--- src/execPkg.sv ---
package execPkg;

  localparam int dataWidth = 32;
  localparam int shamtWidth = 5;
  localparam int divSteps = 32;
  localparam int countWidth = $clog2(divSteps);
  localparam logic [countWidth-1:0] lastCount = countWidth'(divSteps - 1);

  localparam logic [3:0] divGroup = 4'b0101; // div, divu, rem, remu

  // divider sequencer states
  localparam int stateWidth = 2;
  localparam logic [stateWidth-1:0] stIdle = 2'd0;
  localparam logic [stateWidth-1:0] stLoad = 2'd1;
  localparam logic [stateWidth-1:0] stIterate = 2'd2;
  localparam logic [stateWidth-1:0] stFinish = 2'd3;

  typedef enum logic [5:0] {
    opAnd    = 6'b000000,
    opOr     = 6'b000001,
    opAdd    = 6'b000010,
    opSll    = 6'b000011,
    opSrl    = 6'b000100,
    opXor    = 6'b000101,
    opSub    = 6'b000110,
    opSra    = 6'b000111,
    opBeq    = 6'b001000,
    opBne    = 6'b001001,
    opBlt    = 6'b001010,
    opBge    = 6'b001011,
    opBltu   = 6'b001100,
    opBgeu   = 6'b001101,
    opMul    = 6'b010000,
    opMulh   = 6'b010001,
    opMulhsu = 6'b010010,
    opMulhu  = 6'b010011,
    opDiv    = 6'b010100,
    opDivu   = 6'b010101,
    opRem    = 6'b010110,
    opRemu   = 6'b010111,
    opMin    = 6'b100000,
    opMax    = 6'b100001,
    opMinu   = 6'b100010,
    opMaxu   = 6'b100011,
    opSlt    = 6'b100101,
    opSltu   = 6'b100110
  } aluOpE;

  typedef struct packed {
    logic [3:0] group;
    logic       isRem;      // remainder instead of quotient
    logic       isUnsigned;
  } aluOpFieldsT;

  // same six bits seen as a code or as divider fields
  typedef union packed {
    aluOpE       code;
    aluOpFieldsT fields;
  } aluOpU;

  typedef struct packed {
    aluOpU                op;
    logic [dataWidth-1:0] operand1;
    logic [dataWidth-1:0] operand2;
  } execReqT;

  typedef struct packed {
    logic [dataWidth-1:0] result;
    logic                 zero;
  } execRespT;

endpackage

--- src/divCounter.sv ---
module divCounter (
  input  logic clk,
  input  logic rstN,
  input  logic clear,
  input  logic enable,
  output logic last
);

  logic [execPkg::countWidth-1:0] count;

  always_ff @(posedge clk or negedge rstN) begin
    if (!rstN) begin
      count <= '0;
    end else if (clear) begin
      count <= '0;
    end else if (enable) begin
      count <= count + 1'b1; // wraps back to 0 after the last step
    end
  end

  assign last = enable && (count == execPkg::lastCount);

endmodule

--- config.mk ---
export PLATFORM = sky130hd
export DESIGN_NAME = divCounter
export DESIGN_NICKNAME = d
export VERILOG_FILES = /design/src/execPkg.sv /design/src/divCounter.sv
export SDC_FILE = /design/constraint.sdc
export NUM_CORES = 1
export LEC_CHECK = 0
export BUFFER_PORTS_ARGS = -buffer_cell sky130_fd_sc_hd__buf_2
export CORE_AREA = 2 2 39 41
export CTS_BUF_LIST = sky130_fd_sc_hd__clkbuf_4 sky130_fd_sc_hd__clkbuf_8
export DETAILED_ROUTE_END_ITERATION = 8
export DIE_AREA = 0 0 41 43
export GPL_TIMING_DRIVEN = 0
export SLEW_MARGIN = 15
export SYNTH_ARGS = -nofsm -noshare
export SYNTH_HDL_FRONTEND = slang
export SYNTH_SLANG_ARGS = --single-unit
--- constraint.sdc ---
create_clock -name clk -period 1.3 [get_ports clk]
set_clock_uncertainty 0.1 [all_clocks]
set_input_delay 0.195 -clock clk [delete_from_list [all_inputs] [get_ports clk]]
set_output_delay 0.195 -clock clk [all_outputs]
set_load 0.02 [all_outputs]
==> results of run 1 <==
==> cell families (layout without fill, tap and decap cells) <==
kind of cell	count (synthesis)	count (layout)	share of synthesized area, %
xor gates and xnor gates	1	1	3.07
DFF	5	5	43.9
adders and majority gates	2	2	8.77
AOI/OAI and AO/OA	2	2	5.26
muxes	3	3	12.3
and+or+nand+nor	9	9	22.8
buffers and inverters	1	11	3.95
==> per-layer routing <==
layer,wire length [um],global-route usage (%)
met5,0,0
met4,6,8.00
met3,30,3.14
met2,250,7.50
met1,246,10.7
==> cells in the final DEF, fill, tap and decap left out, types with 2 or more instances in the layout <==
cell type and count:
sky130_fd_sc_hd__clkbuf_4 4, sky130_fd_sc_hd__mux2i_1 2, sky130_fd_sc_hd__buf_2 2, sky130_fd_sc_hd__nor2_1 4, sky130_fd_sc_hd__buf_6 2, sky130_fd_sc_hd__buf_4 2, sky130_fd_sc_hd__dfrtp_1 5
==> stage by stage <==
step	hold slack (ns)	util [%]	power [uW]	worst slack [ns]
5_1_grt	0.0979	29.1	447	-0.394
3_3_place_gp	-0.0829	23.4	207	-0.217
3_5_place_dp	-0.0806	23.4	209	-0.226
4_1_cts	0.0762	29.1	432	-0.373
2_1_floorplan	-0.201	-	196	-0.0745
6_report	0.0736	29.1	424	-0.363
==> critical path: cells and delay by family (launching register included) <==
kind	cells	cell delay (ns)
buffers and inverters	1	0.12
DFF	1	0.38
and+or+nand+nor	2	0.28
adders and majority gates	2	0.35
==> final timing paths <==
path,depth (start not counted),slack [ns],end,from
worst max-delay path,5,-0.36,last,count[1]
worst min-delay path,2,0.07,count[2],clear
worst max register to register,5,-0.03,count[4],count[1]
worst min register to register,2,0.50,count[4],count[4]
max in group asynchronous,2,0.77,count[0],rstN
min in group asynchronous,2,0.20,count[2],rstN
==> repair_timing <==
item	in CTS	in global routing
setup endpoints to repair	2	2
hold endpoints to repair	5	0
resized for setup	5	0
buffers inserted	2	0
hold buffers	1	0
pin swaps	3	2
==> where the power goes <==
part	internal (uW)	total [uW]	switching, uW
Sequential	163	167	4.30
Clock	137	207	69.4
Combinational	26.0	50.1	24.1
==> area by class of cell <==
type / instances / area (um2)
fillers: 143 / 981
multi-input cells: 17 / 170
flip-flops and latches: 5 / 125
repair buffers: 6 / 46.3
clock buffers: 4 / 30.0
well taps: 16 / 20.0
plain buffers: 1 / 11.3
==> flow_summary.yaml, run 1 <==
placed_design:
  dp_cells: 42
  globalplace.congestion: 0.702
  place.port_buffers: 3
  detailed_place.area_um2: 324
cts:
  cts-htree-levels: 1
  cts_tree: "yes"
  clk_latency_ns: 0.24
  cts_root_buf: "sky130_fd_sc_hd__clkbuf_4"
  cts.clk_slew.worst_paths_ns: 0.05
  tritoncts.num_buffers: 3
  cts_buffer_depth: 2
  clkSinkCount: 5
synthesis:
  synth.most_common_cell: "sky130_fd_sc_hd__dfrtp_1"
  yosys-top-cells-area: "sky130_fd_sc_hd__dfrtp_1 (44%), sky130_fd_sc_hd__ha_1 (8.8%), sky130_fd_sc_hd__nand4_4 (7.5%)"
  ys_types: 14
  synth-seq-area-share_pct: 43.9
  yosysTopAreaCellShare_pct: 43.9
  synth_seq_cells: 5
  synth_fp_nets: 29
  synth_flop_cell: "sky130_fd_sc_hd__dfrtp_1"
  yosys_warnings: 0
  synth_cells: 23
  post_synth_instance_area_um2: 285
  synth-edff-count: 0
  postSynthAreaPerCell_um2: 12.4
  synthArstFlopShare_pct: 100
  synth_area_leader_cell: "sky130_fd_sc_hd__dfrtp_1"
  post_synth_most_frequent_cells: "sky130_fd_sc_hd__dfrtp_1 (5), sky130_fd_sc_hd__nor2_1 (4), sky130_fd_sc_hd__ha_1 (2), sky130_fd_sc_hd__mux2i_1 (2)"
floorplan:
  rows: 14
  height_of_the_die_um: 43
  fp.dieW_um: 41
  initial_utilization_pct: 20.6
  floorplan.io_pins: 5
  die_area_um2: 1760
  fp.coreArea_um2: 1380
run_status:
  status: "finished with violations"
  violations_in_the_final_reports: "setup timing"
setup_path:
  critical_path_peak_fanout: 3
  crit_start_category: "flip-flop"
  peak_per_stage_delay_on_the_critical_path_ns: 0.38
  crit_path_end_kind: "output pin"
  timing.critical_path.arrival_ns: 1.37
  worst-endpoint-required_ns: 1.00
  slowest_stage_cell_cp: "sky130_fd_sc_hd__dfrtp_1"
  crit_path_cell_trace: "ha_2, and3_4, ha_4, and2_4, buf_6"
  criticalPathCategory: "reg2out"
finish:
  fraction_of_final_layout_cells_with_drive_strength_greater_than_1_pct: 51.5
  layout_top_registers: "count: 5 flops"
  flip_flop_count_of_the_largest_register_after_layout: 5
  number_of_inserted_diodes: 0
  stdcell_area_um2: 403
  fin_nets: 40
  fin_cells: 49
  largest_register: "count"
  areaGrowthSynthToFinish_pct: 41.2
min_path:
  worst_hold_path_type: "in2reg"
global_routing:
  grt_pass1_wl_um: 821
  overflow: 0
  all_layer_global_routing_usage_pct: 7.56
  first_global_vias: 193
  grt_start_max_net_pins: 8
  antenna_found_initial: 0
pwr:
  leakage_uw: 0.000195
  power.density_nw_per_um2: 1050
  worst_ir_drop_vdd_mv: 0.281
sta:
  report.final.slew_viol_count: 0
  final.setup.tns_ns: -0.388
  fin_crit_sh_pct: 128
  timing.slew.headroom_pct: 88.4
  hold_viol_final: 0
  minimum_clock_period_after_layout_ns: 1.66
  worst_pin_slew_ns: 0.174
  finalSetupViolCount: 2
  rsz0062_at_grt: "yes"
  worst_slack_ns: -0.363
  max_clock_freq_mhz: 601
routing:
  total_routed_wirelength_um: 533
  vias: 201
  drt-initial-drc-count: 2
  wl_per_cell_um: 10.9
  detail_route.drc_violations: 0
  detail_route.first_pass.iterations: 2
  detail_route.vias_per_cell: 4.10
  final_antenna_net_count: 0
run:
  drv_cap: 0
Note: power is estimated with default switching activity, not from simulation.
==> run 2, diff against run 1 <==
--- a/config.mk
+++ b/config.mk
@@ -11,6 +11,7 @@
 export DETAILED_ROUTE_END_ITERATION = 8
 export DIE_AREA = 0 0 41 43
 export GPL_TIMING_DRIVEN = 0
+export PLACE_DENSITY_LB_ADDON = 0.15
 export SLEW_MARGIN = 15
 export SYNTH_ARGS = -nofsm -noshare
 export SYNTH_HDL_FRONTEND = slang
==> run 2 against run 1 <==
Against the previous run:
- the run still ends with setup timing left
- worst hold slack better by 0.0051 ns
- final cell count up 4.1%
- via count up 2.5%
- combinational power up 13%
- power up 3.5%
- maximum frequency up 0.34%
- utilization up 1.1 points
- critical path depth unchanged
- sequential share of layout area down 1.1 points
- clock-buffer cell count unchanged
- cell area up 3.7%
- die area unchanged
- largest power group unchanged
==> flow_summary.yaml, run 2 (synthesis results as in run 1) <==
floorplan:
  fp.coreArea_um2: 1380
  fp.dieW_um: 41
  initial_utilization_pct: 20.6
  height_of_the_die_um: 43
  rows: 14
  floorplan.io_pins: 5
  die_area_um2: 1760
setup_path:
  r2r_slack_ns: -0.02
  crit_path_end_kind: "output pin"
  slowest_stage_cell_cp: "sky130_fd_sc_hd__dfrtp_1"
  crit_path_cell_trace: "ha_2, and3_4, ha_4, and2_4, buf_6"
  worstRegToRegCells: 5
  timing.critical_path.arrival_ns: 1.36
  criticalPathCategory: "reg2out"
  rr_startpoint: "count[1]"
  cp_num_buf_inv: 1
  crit_cells: 5
  crit_start_category: "flip-flop"
  worst_r2r_endpoint: "count[4]"
  critical_path_peak_fanout: 2
  worst-endpoint-required_ns: 1.00
  critical_path.top_delay_family: "flip-flops"
  peak_per_stage_delay_on_the_critical_path_ns: 0.38
global_routing:
  antenna_found_initial: 0
  first_global_vias: 238
  grt_start_max_net_pins: 8
  all_layer_global_routing_usage_pct: 9.78
  overflow: 0
  grt_pass1_wl_mm: 1.05
cts:
  clkSinkCount: 5
  clk_latency_ns: 0.25
  cts_tree: "yes"
  cts_buffer_depth: 2
  cts.clk_slew.worst_paths_ns: 0.05
  tritoncts.num_buffers: 3
  cts-htree-levels: 1
  cts_root_buf: "sky130_fd_sc_hd__clkbuf_4"
finish:
  mostFrequentLayoutCells: "sky130_fd_sc_hd__dfrtp_1 (5), sky130_fd_sc_hd__nor2_1 (4), sky130_fd_sc_hd__clkbuf_4 (4), sky130_fd_sc_hd__buf_4 (4)"
  fraction_of_final_layout_cells_with_drive_strength_greater_than_1_pct: 54.3
  nFillCells: 144
  multi_input_comb_area_um2: 170
  number_of_inserted_diodes: 0
  stdcell_area_um2: 418
  layout_top_registers: "count: 5 flops"
  largest_register: "count"
  flip_flop_count_of_the_largest_register_after_layout: 5
  final_common_cell: "sky130_fd_sc_hd__dfrtp_1"
  area.sequential_um2: 125
  areaGrowthSynthToFinish_pct: 46.5
  fin_nets: 42
sta:
  worst_hold_slack_ns: 0.0787
  worst_slack_ns: -0.357
  timing.slew.headroom_pct: 88.4
  fin_crit_sh_pct: 127
  report.final.slew_viol_count: 0
  minimum_clock_period_after_layout_ns: 1.66
  finalSetupViolCount: 2
  max_clock_freq_mhz: 603
  rsz0062_at_grt: "yes"
  hold_viol_final: 0
  worst_pin_slew_ns: 0.174
run_status:
  violations_in_the_final_reports: "setup timing"
  status: "finished with violations"
min_path:
  min_delay_path_depth: 2
  timing.hold.worst_endpoint: "count[2]"
  worst_hold_path_type: "in2reg"
  hold_path.startpoint: "clear"
pwr:
  power_frac_comb_pct: 12.9
  leakage_uw: 0.000205
  power.density_nw_per_um2: 1050
  worst_ir_drop_vdd_mv: 0.329
  clock_power_share_pct: 48.9
  switchingPower_uw: 108
  swShare_pct: 24.5
  cell_internal_pwr_uw: 331
  power.sequential.fraction_pct: 38.1
routing:
  wl_per_cell_um: 11.4
  detail_route.drc_violations: 0
  detail_route.first_pass.iterations: 2
  final_antenna_net_count: 0
  vias: 206
  total_routed_wirelength_um: 580
  detail_route.vias_per_cell: 4.04
  drt-initial-drc-count: 1
run:
  drv_cap: 0
placed_design:
  place.detailed.hpwl_um: 377
  place.port_buffers: 3
  detailed_place.area_um2: 324
  globalplace.congestion: 0.692
run 2: area by class of cell:
cell class,count,area share [%]
sequential,5,29.9
clock buffer,4,7.19
buffer,1,2.69
multi-input combinational,17,40.7
timing repair buffer,8,14.7
tap,16,4.79
run 2: repair_timing:
item / 4_1_cts / 5_1_grt
hold endpoints to repair: 5 / 0
setup endpoints to repair: 2 / 2
pin swaps: 3 / 2
hold buffers: 1 / 0
gates resized for setup: 5 / 0
setup buffers: 3 / 1
run 2: how the worst max path moves through the flow:
stage | from | to | slack [ns]
CTS | count[0] | last | -0.39
finish | count[1] | last | -0.36
global route | count[1] | last | -0.40
floorplan | count[0] | count[4] | -0.07
global placement | count[0] | last | -0.22
detailed placement | count[0] | last | -0.23
run 2: stage by stage:
| step | worst slack [ns] | TNS (ns) | power [uW] | util, % | instances |
|---|---|---|---|---|---|
| final | -0.357 | -0.381 | 438 | 30.2 | 51 |
| after global routing | -0.401 | -0.460 | 474 | 30.2 | 51 |
| after CTS | -0.386 | -0.454 | 443 | 29.7 | 50 |
| after detailed placement | -0.230 | -0.383 | 210 | 23.4 | 42 |
| after global placement | -0.223 | -0.359 | 208 | 23.4 | 42 |
| after floorplan | -0.0745 | -0.142 | 196 | - | 23 |
run 2: per-layer routing:
metal / share of wire, % / wire [um] / up-vias / track usage, %
li1: - / - / 103 / -
met5: 0 / 0 / - / 0
met3: 6.0 / 35 / 0 / 4.71
met1: 48 / 279 / 98 / 11.7
met4: 0 / 0 / 0 / 8.00
met2: 46 / 265 / 5 / 12.5
run 2: power groups by stage:
stage / Combinational, uW / Sequential (uW) / Clock (uW)
after floorplan: 23.2 / 173 / 0
after global placement: 34.0 / 174 / 0
after detailed placement: 35.0 / 175 / 0
after CTS: 52.8 / 167 / 223
after global routing: 63.2 / 167 / 244
final: 56.7 / 167 / 215
==> run 3, diff against run 2 <==
--- a/config.mk
+++ b/config.mk
@@ -11,7 +11,7 @@
 export DETAILED_ROUTE_END_ITERATION = 8
 export DIE_AREA = 0 0 41 43
 export GPL_TIMING_DRIVEN = 0
-export PLACE_DENSITY_LB_ADDON = 0.15
+export RECOVER_POWER = 100
 export SLEW_MARGIN = 15
 export SYNTH_ARGS = -nofsm -noshare
 export SYNTH_HDL_FRONTEND = slang
==> run 3 against run 2 <==
Against the previous run:
- the flow still finishes with violations (setup timing)
- worst setup slack got worse by 0.0057 ns
- register-to-register slack barely moved
- sequential power barely moved
- wire length fell by 8.4%
- maximum frequency fell by 0.34%
- largest power group unchanged
==> flow_summary.yaml, run 3 (synthesis results as in run 1) <==
run_status:
  status: "finished with violations"
  violations_in_the_final_reports: "setup timing"
floorplan:
  floorplan.io_pins: 5
  rows: 14
  height_of_the_die_um: 43
  die_area_um2: 1760
  fp.coreArea_um2: 1380
  initial_utilization_pct: 20.6
  fp.dieW_um: 41
finish:
  flip_flop_count_of_the_largest_register_after_layout: 5
  areaGrowthSynthToFinish_pct: 40.8
  largest_register: "count"
  fin_cells: 49
  number_of_inserted_diodes: 0
  layout_top_registers: "count: 5 flops"
  fraction_of_final_layout_cells_with_drive_strength_greater_than_1_pct: 48.5
  fin_nets: 40
  mostFrequentLayoutCells: "sky130_fd_sc_hd__dfrtp_1 (5), sky130_fd_sc_hd__nor2_1 (4), sky130_fd_sc_hd__clkbuf_4 (4)"
  final_common_cell: "sky130_fd_sc_hd__dfrtp_1"
sta:
  max_clock_freq_mhz: 601
  hold_viol_final: 0
  rsz0062_at_grt: "yes"
  fin_crit_sh_pct: 128
  report.final.slew_viol_count: 0
  worst_slack_ns: -0.363
  timing.slew.headroom_pct: 80.4
  minimum_clock_period_after_layout_ns: 1.66
  finalSetupViolCount: 2
  worst_pin_slew_ns: 0.295
routing:
  final_antenna_net_count: 0
  wl_per_cell_um: 10.8
  detail_route.first_pass.iterations: 2
  drt-initial-drc-count: 2
  vias: 201
  total_routed_wirelength_um: 531
  detail_route.vias_per_cell: 4.10
  detail_route.drc_violations: 0
pwr:
  switchingPower_uw: 97.8
  power.density_nw_per_um2: 1050
  cell_internal_pwr_uw: 325
  totalPowerFinal_uw: 423
  leakage_uw: 0.000192
  swShare_pct: 23.1
  clock_power_share_pct: 48.8
  power_frac_comb_pct: 11.7
  worst_ir_drop_vdd_mv: 0.281
  power.sequential.fraction_pct: 39.4
global_routing:
  first_global_vias: 193
  grt_start_max_net_pins: 8
  overflow: 0
  all_layer_global_routing_usage_pct: 7.56
  grt_pass1_wl_um: 821
  antenna_found_initial: 0
setup_path:
  critical_path_peak_fanout: 3
  timing.critical_path.arrival_ns: 1.37
  worst-endpoint-required_ns: 1.00
  criticalPathCategory: "reg2out"
  crit_path_end_kind: "output pin"
  crit_start_category: "flip-flop"
cts:
  cts_buffer_depth: 2
  clkSinkCount: 5
  cts_tree: "yes"
  tritoncts.num_buffers: 3
  clk_latency_ns: 0.24
  cts-htree-levels: 1
  cts_root_buf: "sky130_fd_sc_hd__clkbuf_4"
  cts.clk_slew.worst_paths_ns: 0.05
placed_design:
  dp_cells: 42
  dp_slack_ns: -0.226
  globalplace.congestion: 0.702
  place.port_buffers: 3
run:
  drv_cap: 0
min_path:
  worst_hold_path_type: "in2reg"
-- run 3: cell types whose count changed in the layout (fill, tap and decap cells not counted) --
cell                       previous run  this run
sky130_fd_sc_hd__buf_4                4         2
sky130_fd_sc_hd__buf_2                2         1
sky130_fd_sc_hd__clkbuf_1             0         1
-- run 3: area by class of cell --
| type | instances | area [um2] |
|---|---|---|
| multi-input cells | 17 | 170 |
| clock buffers | 4 | 30.0 |
| well taps | 16 | 20.0 |
| flip-flops and latches | 5 | 125 |
| plain buffers | 1 | 11.3 |
| fillers | 144 | 982 |
| repair buffers | 6 | 45.0 |
-- run 3: through the flow --
stage	area (um2)	TNS, ns	hold slack [ns]	utilization, %
floorplan	289	-0.142	-0.201	-
global route	402	-0.460	0.0979	29.0
detailed placement	324	-0.373	-0.0806	23.4
finish	402	-0.388	0.0736	29.0
CTS	403	-0.427	0.0762	29.1
global placement	324	-0.351	-0.0829	23.4
-- run 3: path summary, 6_finish.rpt --
kind	slack (ns)	end	from	cells after the start
worst max-delay path	-0.36	last	count[1]	5
worst min-delay path	0.07	count[2]	clear	2
worst max register to register	-0.03	count[4]	count[1]	5
worst min register to register	0.50	count[4]	count[4]	2
max in group asynchronous	0.63	count[0]	rstN	2
min in group asynchronous	0.24	count[2]	rstN	2
-- run 3: power groups by stage --
stage,sequential [uW],clock [uW],combinational [uW]
after floorplan,173,0,23.2
after global placement,174,0,33.4
after detailed placement,174,0,34.2
after CTS,167,214,51.1
after global routing,167,224,56.0
final,167,207,49.6
-- run 3: metal layers --
layer	vias to the layer above	track usage [%]	share of wire, %
met2	7	7.50	47
met5	-	0	0
met3	2	3.14	5.6
met4	0	8.00	1.1
li1	98	-	-
met1	94	10.7	46
-- run 3: critical path, cell delays in order (launching register included) --
cell	delay [ns]
sky130_fd_sc_hd__dfrtp_1	0.38
sky130_fd_sc_hd__ha_2	0.20
sky130_fd_sc_hd__and3_4	0.15
sky130_fd_sc_hd__ha_4	0.15
sky130_fd_sc_hd__and2_4	0.13
sky130_fd_sc_hd__buf_6	0.12
-- run 3: timing repair --
action | 4_1_cts | 5_1_grt
hold endpoints to repair | 5 | 0
hold buffers | 1 | 0
setup buffers | 2 | 0
pin swaps | 3 | 2
endpoints found under the setup margin | 2 | 2
resized for setup | 5 | 0
