**src/execPkg.sv**
```systemverilog
package execPkg;

  localparam int dataWidth = 32;
  localparam int shamtWidth = 5;
  localparam int divSteps = 32;
  localparam int countWidth = $clog2(divSteps);
  localparam logic [countWidth-1:0] lastCount = countWidth'(divSteps - 1);

  localparam logic [3:0] divGroup = 4'b0101; // div, divu, rem, remu

  // divider sequencer states
  localparam int stateWidth = 2;
  localparam logic [stateWidth-1:0] stIdle = 2'd0;
  localparam logic [stateWidth-1:0] stLoad = 2'd1;
  localparam logic [stateWidth-1:0] stIterate = 2'd2;
  localparam logic [stateWidth-1:0] stFinish = 2'd3;

  typedef enum logic [5:0] {
    opAnd    = 6'b000000,
    opOr     = 6'b000001,
    opAdd    = 6'b000010,
    opSll    = 6'b000011,
    opSrl    = 6'b000100,
    opXor    = 6'b000101,
    opSub    = 6'b000110,
    opSra    = 6'b000111,
    opBeq    = 6'b001000,
    opBne    = 6'b001001,
    opBlt    = 6'b001010,
    opBge    = 6'b001011,
    opBltu   = 6'b001100,
    opBgeu   = 6'b001101,
    opMul    = 6'b010000,
    opMulh   = 6'b010001,
    opMulhsu = 6'b010010,
    opMulhu  = 6'b010011,
    opDiv    = 6'b010100,
    opDivu   = 6'b010101,
    opRem    = 6'b010110,
    opRemu   = 6'b010111,
    opMin    = 6'b100000,
    opMax    = 6'b100001,
    opMinu   = 6'b100010,
    opMaxu   = 6'b100011,
    opSlt    = 6'b100101,
    opSltu   = 6'b100110
  } aluOpE;

  typedef struct packed {
    logic [3:0] group;
    logic       isRem;      // remainder instead of quotient
    logic       isUnsigned;
  } aluOpFieldsT;

  // same six bits seen as a code or as divider fields
  typedef union packed {
    aluOpE       code;
    aluOpFieldsT fields;
  } aluOpU;

  typedef struct packed {
    aluOpU                op;
    logic [dataWidth-1:0] operand1;
    logic [dataWidth-1:0] operand2;
  } execReqT;

  typedef struct packed {
    logic [dataWidth-1:0] result;
    logic                 zero;
  } execRespT;

endpackage

```
**src/divDatapath.sv**
```systemverilog
module divDatapath (
  input  logic                          clk,
  input  logic                          rstN,
  input  logic                          load,
  input  logic                          step,
  input  logic                          finish,
  input  execPkg::aluOpU                op,
  input  logic [execPkg::dataWidth-1:0] dividend,
  input  logic [execPkg::dataWidth-1:0] divisor,
  output logic [execPkg::dataWidth-1:0] result
);

  localparam int dw = execPkg::dataWidth;

  logic [dw-1:0] quot;       // dividend shifts out, quotient bits shift in
  logic [dw-1:0] rem;
  logic [dw-1:0] divMag;
  logic [dw:0] partial;
  logic [dw:0] trial;
  logic fits;
  logic dividendNeg;
  logic divisorNeg;
  logic isRemReg;
  logic negQuot;
  logic negRem;
  logic divByZero;
  logic [dw-1:0] quotFixed;
  logic [dw-1:0] remFixed;

  assign dividendNeg = !op.fields.isUnsigned && dividend[dw-1];
  assign divisorNeg = !op.fields.isUnsigned && divisor[dw-1];

  assign partial = {rem, quot[dw-1]};
  assign trial = partial - {1'b0, divMag};
  assign fits = !trial[dw]; // no borrow

  always_ff @(posedge clk) begin
    if (load) begin
      quot <= dividendNeg ? -dividend : dividend;
      rem <= '0;
      divMag <= divisorNeg ? -divisor : divisor;
    end else if (step) begin
      rem <= fits ? trial[dw-1:0] : partial[dw-1:0];
      quot <= {quot[dw-2:0], fits};
    end
  end

  always_ff @(posedge clk or negedge rstN) begin
    if (!rstN) begin
      isRemReg <= 1'b0;
      negQuot <= 1'b0;
      negRem <= 1'b0;
      divByZero <= 1'b0;
    end else if (load) begin
      isRemReg <= op.fields.isRem;
      negQuot <= dividendNeg ^ divisorNeg;
      negRem <= dividendNeg;
      divByZero <= divisor == '0;
    end
  end

  // by zero the quotient comes out all ones and the remainder is |dividend|
  // -2^31 / -1 needs no patch since the magnitude math wraps
  assign quotFixed = (negQuot && !divByZero) ? -quot : quot;
  assign remFixed = negRem ? -rem : rem;

  assign result = isRemReg ? remFixed : quotFixed; // holds from finish until the next load

endmodule

```
**config.mk**
```make
export PLATFORM = sky130hd
export DESIGN_NAME = divDatapath
export DESIGN_NICKNAME = d
export VERILOG_FILES = /design/src/execPkg.sv /design/src/divDatapath.sv
export SDC_FILE = /design/constraint.sdc
export NUM_CORES = 1
export LEC_CHECK = 0
export ABC_AREA = 0
export BUFFER_PORTS_ARGS = -buffer_cell sky130_fd_sc_hd__buf_2
export CAP_MARGIN = 40
export CORE_MARGIN = 4
export CORE_UTILIZATION = 30
export DETAILED_ROUTE_END_ITERATION = 8
export GPL_TIMING_DRIVEN = 0
export PLACE_DENSITY = 0.56
export REMOVE_ABC_BUFFERS = 1
export SYNTH_ARGS = -nofsm -noshare
export SYNTH_HDL_FRONTEND = slang
export SYNTH_SLANG_ARGS = --single-unit
```
**constraint.sdc**
```tcl
create_clock -name clk -period 3.6 [get_ports clk]
set_input_delay 0.36 -clock clk [delete_from_list [all_inputs] [get_ports clk]]
set_output_delay 0.36 -clock clk [all_outputs]
set_load 0.005 [all_outputs]
```
==> results.json, run 1 <==
{
  "hpwl_um": 20000,
  "fp-row-count": 62,
  "ys_ff_latch": 100,
  "setup_tns_ps": 0,
  "overflow": 0,
  "fin_crit_ps": 3520,
  "cp.required_ps": 3240,
  "power_frac_clock": 0.177,
  "die_h_um": 180,
  "yosys.area_share.simple": 0.202,
  "vias": 8358,
  "seq_area_frac_synth": 0.300,
  "synth_edf_count": 64,
  "mostFrequentLayoutCells": "nor2_1 (148), a21oi_1 (113), buf_2 (100), xnor2_1 (71), o21ai_0 (71)",
  "min_from": "divisor[0]",
  "cts_tree": "yes",
  "via_per_inst": 5.35,
  "synth_compound_area_frac": 0.245,
  "synth_area_per_cell_um2": 8.08,
  "switchingPower_w": 0.00223,
  "synth_top_family_by_area": "compound AO/OA/AOI/OAI gates",
  "initial_core_util": 0.307,
  "layout-drive-gt1-share": 0.149,
  "clock-sinks": 100,
  "fill_cells": 3019,
  "grt_pass1_wl_um": 42200,
  "route.detailed.drc": 0,
  "design_area_mm2": 0.0103,
  "syn_inst": 1100,
  "nNetsFinal": 1286,
  "setup_viol": 0,
  "p_int_w": 0.00298,
  "combinationalPowerShare": 0.500,
  "arrival_ps": 3160,
  "grt_max_degree": 81,
  "dieArea_mm2": 0.0324,
  "worst_pin_slew_ps": 924,
  "ir_drop_v": 0.000274,
  "skew_ps": 13.0,
  "placed_cell_area_mm2": 0.00984,
  "wirelength_um": 26000,
  "numCtsBuffers": 9,
  "status": "complete, no violations",
  "cp-end-kind": "output port",
  "finalHoldViolations": 0,
  "path_class": "reg2out",
  "max_freq_mhz": 284,
  "synth_top_area_share": 0.216,
  "worstPathMaxFanout": 4,
  "drv_slew": 0,
  "ios": 107,
  "h-tree-depth": 3,
  "synth_xor_area_frac": 0.136,
  "yosysTopAreaCell": "edfxtp_1",
  "grt_pass1_vias": 8024,
  "power_frac_seq": 0.323,
  "synthToLayoutAreaGrowth_pct": 15.7,
  "startpoint_type": "register",
  "grtUsageTotal": 0.156,
  "yosys-top-cells-area": "edfxtp_1 (22%), dfxtp_1 (7.2%), xnor2_1 (7.0%)",
  "ys_async_sr_fraction": 0.0400,
  "ant_nets": 0,
  "slew_headroom": 0.379,
  "place.gp.congestion": 0.858,
  "swShare": 0.428,
  "rr_startpoint": "quot[31]$_DFFE_PP_",
  "synth_adder_area_share": 0.0530,
  "cts_root_buffer": "clkbuf_16",
  "maxCapViolCount": 0,
  "synth_warnings": 0,
  "clkTransAtPathRegs_ps": 70,
  "cts_buffer_depth": 2,
  "antenna_found_initial": 0,
  "holdCritPathClass": "in2reg",
  "final_common_cell": "nor2_1",
  "wl_per_cell_um": 16.6,
  "drt-pass1-iter-count": 5,
  "startpoint": "quot[0]$_DFFE_PP_",
  "whs_ps": 215,
  "core_mm2": 0.0289,
  "synthMuxAreaShare": 0.0127,
  "post-route-period-util": 0.978,
  "final_util": 0.355,
  "p_leak_nw": 4.01,
  "portBuffers": 101,
  "fp.dieW_um": 180,
  "powerDensity_mw_per_mm2": 507,
  "synth_cell_types": 76,
  "ys.flop_type": "edfxtp_1",
  "diodes": 0,
  "netlist_area_mm2": 0.00888,
  "first_iter_violations": 562,
  "clk_latency_ps": 360,
  "grt_setup_unrepaired": "false"
}
==> final timing paths <==
path,endpoint,cells after the start,slack (ps)
max,result[26],10,80
min,divMag[0]$_DFFE_PP_,1,210
max reg2reg,rem[1]$_SDFFE_PP0P_,12,160
min reg2reg,negQuot$_DFFE_PN0P_,2,530
max in group asynchronous,isRemReg$_DFFE_PN0P_,2,3140
min in group asynchronous,negQuot$_DFFE_PN0P_,2,330
==> registers in the layout (all words and copies together), names as in the netlist <==
| name | flops |
|---|---|
| rem | 32 |
| negQuot | 1 |
| quot | 32 |
| isRemReg | 1 |
| divMag | 32 |
| negRem | 1 |
| divByZero | 1 |
==> layout make-up <==
cell class	instances	area, um2	area share
clock inverter	5	28.8	0.00280
inverter	54	203	0.0197
timing repair buffer	121	783	0.0762
tap	384	480	0.0468
multi-input combinational	888	5880	0.572
sequential	100	2670	0.260
clock buffer	11	233	0.0226
==> worst max-delay path: stages (launching register included) <==
cell,delay [ps]
edfxtp_1,450
inv_1,120
ha_1,230
nand4b_1,230
or4_4,610
nand2b_1,220
o31ai_1,300
xnor2_1,180
nor2_1,70
a21oi_1,230
buf_2,170
==> layer usage <==
metal | up-vias | global-route usage | part of all wire
li1 | 4173 | - | -
met5 | - | 0 | 0
met4 | 0 | 0.0375 | 0.017
met2 | 204 | 0.266 | 0.48
met3 | 31 | 0.0303 | 0.050
met1 | 3950 | 0.204 | 0.45
==> cell families after synthesis <==
group           after synthesis
compound gates              334
xor+xnor                    138
fa+ha+maj                    37
buf+inv                     112
flops                       100
mux                          11
simple gates                368
==> Yosys cell counts, types with 4 or more instances <==
master and count:
nor2_1 149, a21oi_1 113, o21ai_0 72, xnor2_1 71
xor2_1 67, edfxtp_1 64, nand2_1 60, inv_1 53
clkbuf_1 46, ha_1 36, dfxtp_1 32, nand3_1 32
o31ai_1 24, a311oi_1 22, nor3_1 22, nor4_1 22
a21o_1 18, nand2b_1 16, o41ai_1 14, a211oi_1 11
a31oi_1 9, mux2i_1 9, nor2b_1 9, or4_1 9
buf_2 8, and3_1 7, o21a_1 7, or3_1 7
a2111oi_0 4, a211o_1 4, dfrtp_1 4, nand4_1 4
nor3b_1 4, o211ai_1 4
==> power groups by stage <==
stage / logic, W / registers [W] / clock network [W]
detailed placement: 0.00249 / 0.00170 / 0
floorplan: 0.00170 / 0.00162 / 0
global route: 0.00290 / 0.00171 / 0.000990
finish: 0.00260 / 0.00168 / 0.000923
CTS: 0.00254 / 0.00168 / 0.000947
global placement: 0.00236 / 0.00172 / 0
==> what timing repair did <==
action,CTS,global route
endpoints found under the setup margin,36,15
pin swaps,0,6
hold endpoints to repair,4,0
resized for setup,10,21
buffers inserted,0,7
hold buffers,1,0
==> through the flow <==
step / std cells / power (W) / worst slack, ps
after floorplan: 1042 / 0.00332 / 118
after global placement: 1527 / 0.00408 / -1010
after detailed placement: 1539 / 0.00419 / -533
after CTS: 1556 / 0.00516 / 0.534
after global routing: 1563 / 0.00560 / 6.60
final: 1563 / 0.00521 / 80.8
Note: power is estimated with default switching activity, not from simulation.
==> inputs of run 2 (changes only) <==
--- a/config.mk
+++ b/config.mk
@@ -12,7 +12,7 @@
 export CORE_UTILIZATION = 30
 export DETAILED_ROUTE_END_ITERATION = 8
 export GPL_TIMING_DRIVEN = 0
-export PLACE_DENSITY = 0.56
+export PLACE_DENSITY_LB_ADDON = 0.15
 export REMOVE_ABC_BUFFERS = 1
 export SYNTH_ARGS = -nofsm -noshare
 export SYNTH_HDL_FRONTEND = slang
==> run 2 against run 1 <==
Net effect: power is 5.1% higher; largest cell class unchanged; clock power is 13% higher; highest routed layer unchanged; flip-flop and latch count stayed put.
==> results.json, run 2 (synthesis results as in run 1) <==
{
  "status": "complete, no violations",
  "vias": 8311,
  "grt_setup_unrepaired": "true",
  "place_inst": 1540,
  "min_from": "divisor[0]",
  "maxCapViolCount": 0,
  "post-route-period-util": 0.968,
  "slew_headroom": 0.424,
  "cp-end-kind": "output port",
  "overflow": 0,
  "synthToLayoutAreaGrowth_pct": 17.6,
  "core_mm2": 0.0289,
  "p_int_w": 0.00313,
  "max_freq_mhz": 287,
  "portBuffers": 101,
  "via_per_inst": 5.28,
  "final_cells": 1574,
  "ir_drop_v": 0.000252,
  "route.detailed.drc": 0,
  "holdCritPathClass": "in2reg",
  "mostFrequentLayoutCells": "nor2_1 (148), a21oi_1 (113), buf_2 (100), xnor2_1 (71), o21ai_0 (71)",
  "grt_max_degree": 87,
  "cts_tree": "yes",
  "antenna_found_initial": 0,
  "reg2reg_to": "rem[16]$_SDFFE_PP0P_",
  "numCtsBuffers": 9,
  "wl_per_cell_um": 17.2,
  "fp-row-count": 62,
  "diodes": 0,
  "finalHoldViolations": 0,
  "initial_core_util": 0.307,
  "cp.required_ps": 3240,
  "placed_cell_area_mm2": 0.00984,
  "hold_path_depth": 1,
  "min_to": "divMag[0]$_DFFE_PP_",
  "fp.dieW_um": 180,
  "wirelength_um": 27100,
  "setup_viol": 0,
  "hpwl_um": 20600,
  "grtUsageTotal": 0.161,
  "ios": 107,
  "setup_tns_ps": 0,
  "drv_slew": 0,
  "design_area_mm2": 0.0104,
  "worst_pin_slew_ps": 864,
  "fill_cells": 3058,
  "power_frac_seq": 0.309,
  "clkTransAtPathRegs_ps": 80,
  "clk_latency_ps": 370,
  "switchingPower_w": 0.00234,
  "startpoint_type": "register",
  "rr_startpoint": "quot[31]$_DFFE_PP_",
  "reg2reg_depth": 12,
  "cts_root_buffer": "clkbuf_16",
  "powerDensity_mw_per_mm2": 524,
  "fin_crit_ps": 3480,
  "ant_nets": 0,
  "die_h_um": 180,
  "dieArea_mm2": 0.0324,
  "arrival_ps": 3120,
  "layout-drive-gt1-share": 0.166,
  "final_common_cell": "nor2_1",
  "skew_ps": 13.3,
  "first_iter_violations": 473,
  "largestRegisters": "divMag x32, quot x32, rem x32",
  "cts_buffer_depth": 2,
  "clock-sinks": 100,
  "nNetsFinal": 1297,
  "h-tree-depth": 3,
  "combinationalPowerShare": 0.500,
  "p_leak_nw": 4.09,
  "grt_pass1_wl_um": 43300,
  "r2r_slack_ps": 130,
  "path_class": "reg2out",
  "grt_pass1_vias": 7936,
  "power_frac_clock": 0.191,
  "swShare": 0.428,
  "final_util": 0.361,
  "place.gp.congestion": 0.853,
  "worstPathMaxFanout": 6,
  "drt-pass1-iter-count": 5
}
[run 2: changes by cell type in the layout (fill, tap and decap cells not counted), sizes merged]
cell | before | now
clkinvlp | 0 | 2
clkinv | 6 | 2
clkbuf | 11 | 12
buf | 119 | 128
inv | 53 | 56
[run 2: stage by stage]
| step | hold slack [ps] | setup WS [ps] | total power [W] |
|---|---|---|---|
| 6_report | 208 | 115 | 0.00547 |
| 5_1_grt | 209 | -17.0 | 0.00589 |
| 4_1_cts | 207 | 2.96 | 0.00532 |
| 3_5_place_dp | 171 | -622 | 0.00423 |
| 3_3_place_gp | 173 | -1180 | 0.00413 |
| 2_1_floorplan | 64.4 | 118 | 0.00332 |
[run 2: layer usage]
layer | vias up | share of wire | track usage
met5 | - | 0 | 0
met4 | 0 | 0.012 | 0.0318
met3 | 19 | 0.033 | 0.0238
met2 | 139 | 0.48 | 0.271
met1 | 3965 | 0.48 | 0.221
li1 | 4188 | - | -
[run 2: power groups by stage]
stage                     clock, W  sequential, W  combinational, W
after global routing       0.00111        0.00172           0.00306
after floorplan                  0        0.00162           0.00170
after detailed placement         0        0.00171           0.00252
after global placement           0        0.00173           0.00239
final                      0.00104        0.00169           0.00274
after CTS                  0.00107        0.00169           0.00256
[run 2: worst max-delay path, stage by stage (launching register included)]
cell and delay, ps:
dfxtp_4 380, nor3_4 250, nand3_2 130, or4_4 460
or3b_4 430, or3_4 430, o31ai_4 190, xor2_1 90
mux2i_1 230, buf_2 170
[run 2: timing repair]
action	4_1_cts	5_1_grt
setup buffers	0	15
hold buffers	1	0
gates resized for setup	12	26
hold endpoints to repair	4	0
cloned	0	2
endpoints found under the setup margin	37	30
pin swaps	1	9
[run 2: area by class of cell]
| class | count | area (um2) | share of cell area |
|---|---|---|---|
| multi-input combinational | 888 | 5880 | 0.563 |
| tap | 384 | 480 | 0.0460 |
| timing repair buffer | 132 | 901 | 0.0862 |
| inverter | 54 | 203 | 0.0194 |
| sequential | 100 | 2680 | 0.257 |
| clock inverter | 6 | 52.6 | 0.00503 |
| clock buffer | 10 | 250 | 0.0240 |
[run 2: how the worst max path moves through the flow]
| stage | start | end | slack, ps |
|---|---|---|---|
| finish | rem[4]$_SDFFE_PP0P_ | result[31] | 120 |
| global route | quot[31]$_DFFE_PP_ | rem[1]$_SDFFE_PP0P_ | -20 |
| CTS | rem[0]$_SDFFE_PP0P_ | result[28] | 3 |
| detailed placement | quot[31]$_DFFE_PP_ | rem[19]$_SDFFE_PP0P_ | -620 |
| global placement | load | quot[31]$_DFFE_PP_ | -1180 |
| floorplan | quot[31]$_DFFE_PP_ | rem[8]$_SDFFE_PP0P_ | 120 |
==> inputs of run 3 (changes only) <==
--- a/config.mk
+++ b/config.mk
@@ -8,7 +8,7 @@
 export ABC_AREA = 0
 export BUFFER_PORTS_ARGS = -buffer_cell sky130_fd_sc_hd__buf_2
 export CAP_MARGIN = 40
-export CORE_MARGIN = 4
+export CORE_MARGIN = 5
 export CORE_UTILIZATION = 30
 export DETAILED_ROUTE_END_ITERATION = 8
 export GPL_TIMING_DRIVEN = 0
==> run 3 against run 2 <==
Net effect: sequential power about the same; clock power up 13%; combinational power about the same; non-clock buffer count down 4; core utilization down 0.48 points; power up 2.1%; via count down 0.51%; count of clock-buffer cells in the layout down 1; register-to-register slack about the same; fmax about the same; routed wire length up 1.6%; largest cell class unchanged.
==> results.json, run 3 (synthesis results as in run 1) <==
{
  "final_cells": 1576,
  "route.detailed.drc": 0,
  "die_h_um": 182,
  "cp.required_ps": 3240,
  "drt-pass1-iter-count": 5,
  "skew_ps": 13.3,
  "mostFrequentLayoutCells": "nor2_1 (148), a21oi_1 (113), buf_2 (101), o21ai_0 (72), xnor2_1 (71)",
  "cts_buffer_depth": 2,
  "power_w": 0.00559,
  "overflow": 0,
  "worstPathMaxFanout": 8,
  "reg2reg_to": "rem[1]$_SDFFE_PP0P_",
  "initial_core_util": 0.302,
  "fin_crit_ps": 3490,
  "placed_cell_area_mm2": 0.00985,
  "place_inst": 1547,
  "clk_latency_ps": 360,
  "powerDensity_mw_per_mm2": 534,
  "fp-row-count": 63,
  "wirelength_um": 27500,
  "slew_headroom": 0.438,
  "wl_per_cell_um": 17.5,
  "antenna_found_initial": 0,
  "grt_pass1_wl_um": 43200,
  "numCtsBuffers": 9,
  "use_met2": 0.271,
  "p_leak_nw": 4.10,
  "critPathCapture": "result[31]",
  "grt_pass1_vias": 7972,
  "hpwl_um": 20800,
  "drv_slew": 0,
  "portBuffers": 101,
  "critical_path.cell_chain": "or4_4, or3_4, or4_4, or3_4, o31ai_4, xor2_1, mux2i_1, buf_2",
  "register_area_mm2": 0.00267,
  "fill_cells": 3110,
  "cts_tree": "yes",
  "reg2reg_depth": 12,
  "ant_nets": 0,
  "h-tree-depth": 3,
  "nNetsFinal": 1293,
  "ir_drop_v": 0.000265,
  "grt_max_degree": 73,
  "finalHoldViolations": 0,
  "design_area_mm2": 0.0105,
  "crit_slowest_cell": "or4_4",
  "layout-drive-gt1-share": 0.160,
  "startpoint_type": "register",
  "r2r_slack_ps": 140,
  "busiest_layer": "met2",
  "first_iter_violations": 556,
  "final_common_cell": "nor2_1",
  "place.gp.congestion": 0.861,
  "vias": 8269,
  "clock-sinks": 100,
  "grtUsageTotal": 0.158,
  "status": "complete, no violations",
  "core_mm2": 0.0294,
  "swShare": 0.416,
  "rr_startpoint": "quot[31]$_DFFE_PP_",
  "max_freq_mhz": 287,
  "setup_viol": 0,
  "power_frac_seq": 0.303,
  "power_frac_clock": 0.209,
  "combinationalPowerShare": 0.487,
  "p_int_w": 0.00326,
  "largestRegisters": "divMag x32, quot x32, rem x32",
  "via_per_inst": 5.25,
  "holdCritPathClass": "in2reg",
  "clkTransAtPathRegs_ps": 70,
  "worst_pin_slew_ps": 843,
  "dieArea_mm2": 0.0332,
  "cts_root_buffer": "clkbuf_16",
  "post-route-period-util": 0.969,
  "multi_input_area_mm2": 0.00590,
  "maxCapViolCount": 0,
  "diodes": 0,
  "grt_setup_unrepaired": "true",
  "path_class": "reg2out",
  "startpoint": "rem[17]$_SDFFE_PP0P_",
  "ios": 107,
  "cpPeakStageDelay_ps": 550,
  "setup_tns_ps": 0,
  "switchingPower_w": 0.00232,
  "grt_util_met1": 0.215,
  "met3_usage": 0.0211,
  "fp.dieW_um": 182,
  "cp-end-kind": "output port",
  "arrival_ps": 3130,
  "synthToLayoutAreaGrowth_pct": 17.9
}
==> run 3: cell types whose count changed in the layout (fill, tap and decap cells not counted), sizes merged <==
cell and delta:
buf -4, bufinv +3, inv -3, clkbuf -1
clkinv +1
==> run 3: layer usage <==
metal  vias to the layer above  part of all wire
met5                         -                 0
met4                         0             0.011
met3                        19             0.028
met2                       129              0.49
met1                      3933              0.47
li1                       4188                 -
==> run 3: layout make-up <==
class	instances	share of cell area
repair buffers	128	0.0826
multi-input cells	888	0.564
well taps	390	0.0466
clock inverters	7	0.0110
inverters	54	0.0194
flip-flops and latches	100	0.255
clock buffers	9	0.0215
==> run 3: how the worst min path moves through the flow <==
stage | start | end | slack [ps] | depth (start not counted)
finish | divisor[0] | divMag[0]$_DFFE_PP_ | 220 | 1
global route | divisor[0] | divMag[0]$_DFFE_PP_ | 210 | 1
CTS | divisor[0] | divMag[0]$_DFFE_PP_ | 210 | 1
detailed placement | rstN | negQuot$_DFFE_PN0P_ | 170 | 1
global placement | rstN | negQuot$_DFFE_PN0P_ | 170 | 1
floorplan | rstN | divByZero$_DFFE_PN0P_ | 60 | 0
==> run 3: repair_timing <==
action / in CTS / in global routing
endpoints found under the setup margin: 38 / 22
gates resized for setup: 13 / 24
hold endpoints to repair: 4 / 0
setup buffers: 1 / 9
pin swaps: 1 / 8
cloned: 0 / 2
hold buffers: 1 / 0
==> run 3: worst max-delay path, delay by kind of cell, from the launching register on <==
| kind | cells | cell delay [ps] |
|---|---|---|
| compound gates | 1 | 200 |
| xor+xnor | 1 | 90 |
| buf+inv | 1 | 160 |
| simple gates | 4 | 1730 |
| mux | 1 | 210 |
| flops | 1 | 380 |
==> run 3: power by group through the flow <==
stage                     Combinational (W)  Sequential [W]  Clock [W]
after floorplan                     0.00170         0.00162          0
after global placement              0.00240         0.00173          0
after detailed placement            0.00252         0.00171          0
after CTS                           0.00258         0.00169    0.00120
after global routing                0.00301         0.00172    0.00124
final                               0.00272         0.00169    0.00117
==> run 3: metrics by stage <==
step | setup WS (ps) | hold slack (ps) | utilization
after detailed placement | -597 | 173 | 0.335
after global routing | -17.0 | 208 | 0.356
final | 113 | 217 | 0.356
after floorplan | 118 | 64.4 | -
after CTS | 0.699 | 207 | 0.349
after global placement | -1120 | 170 | 0.327
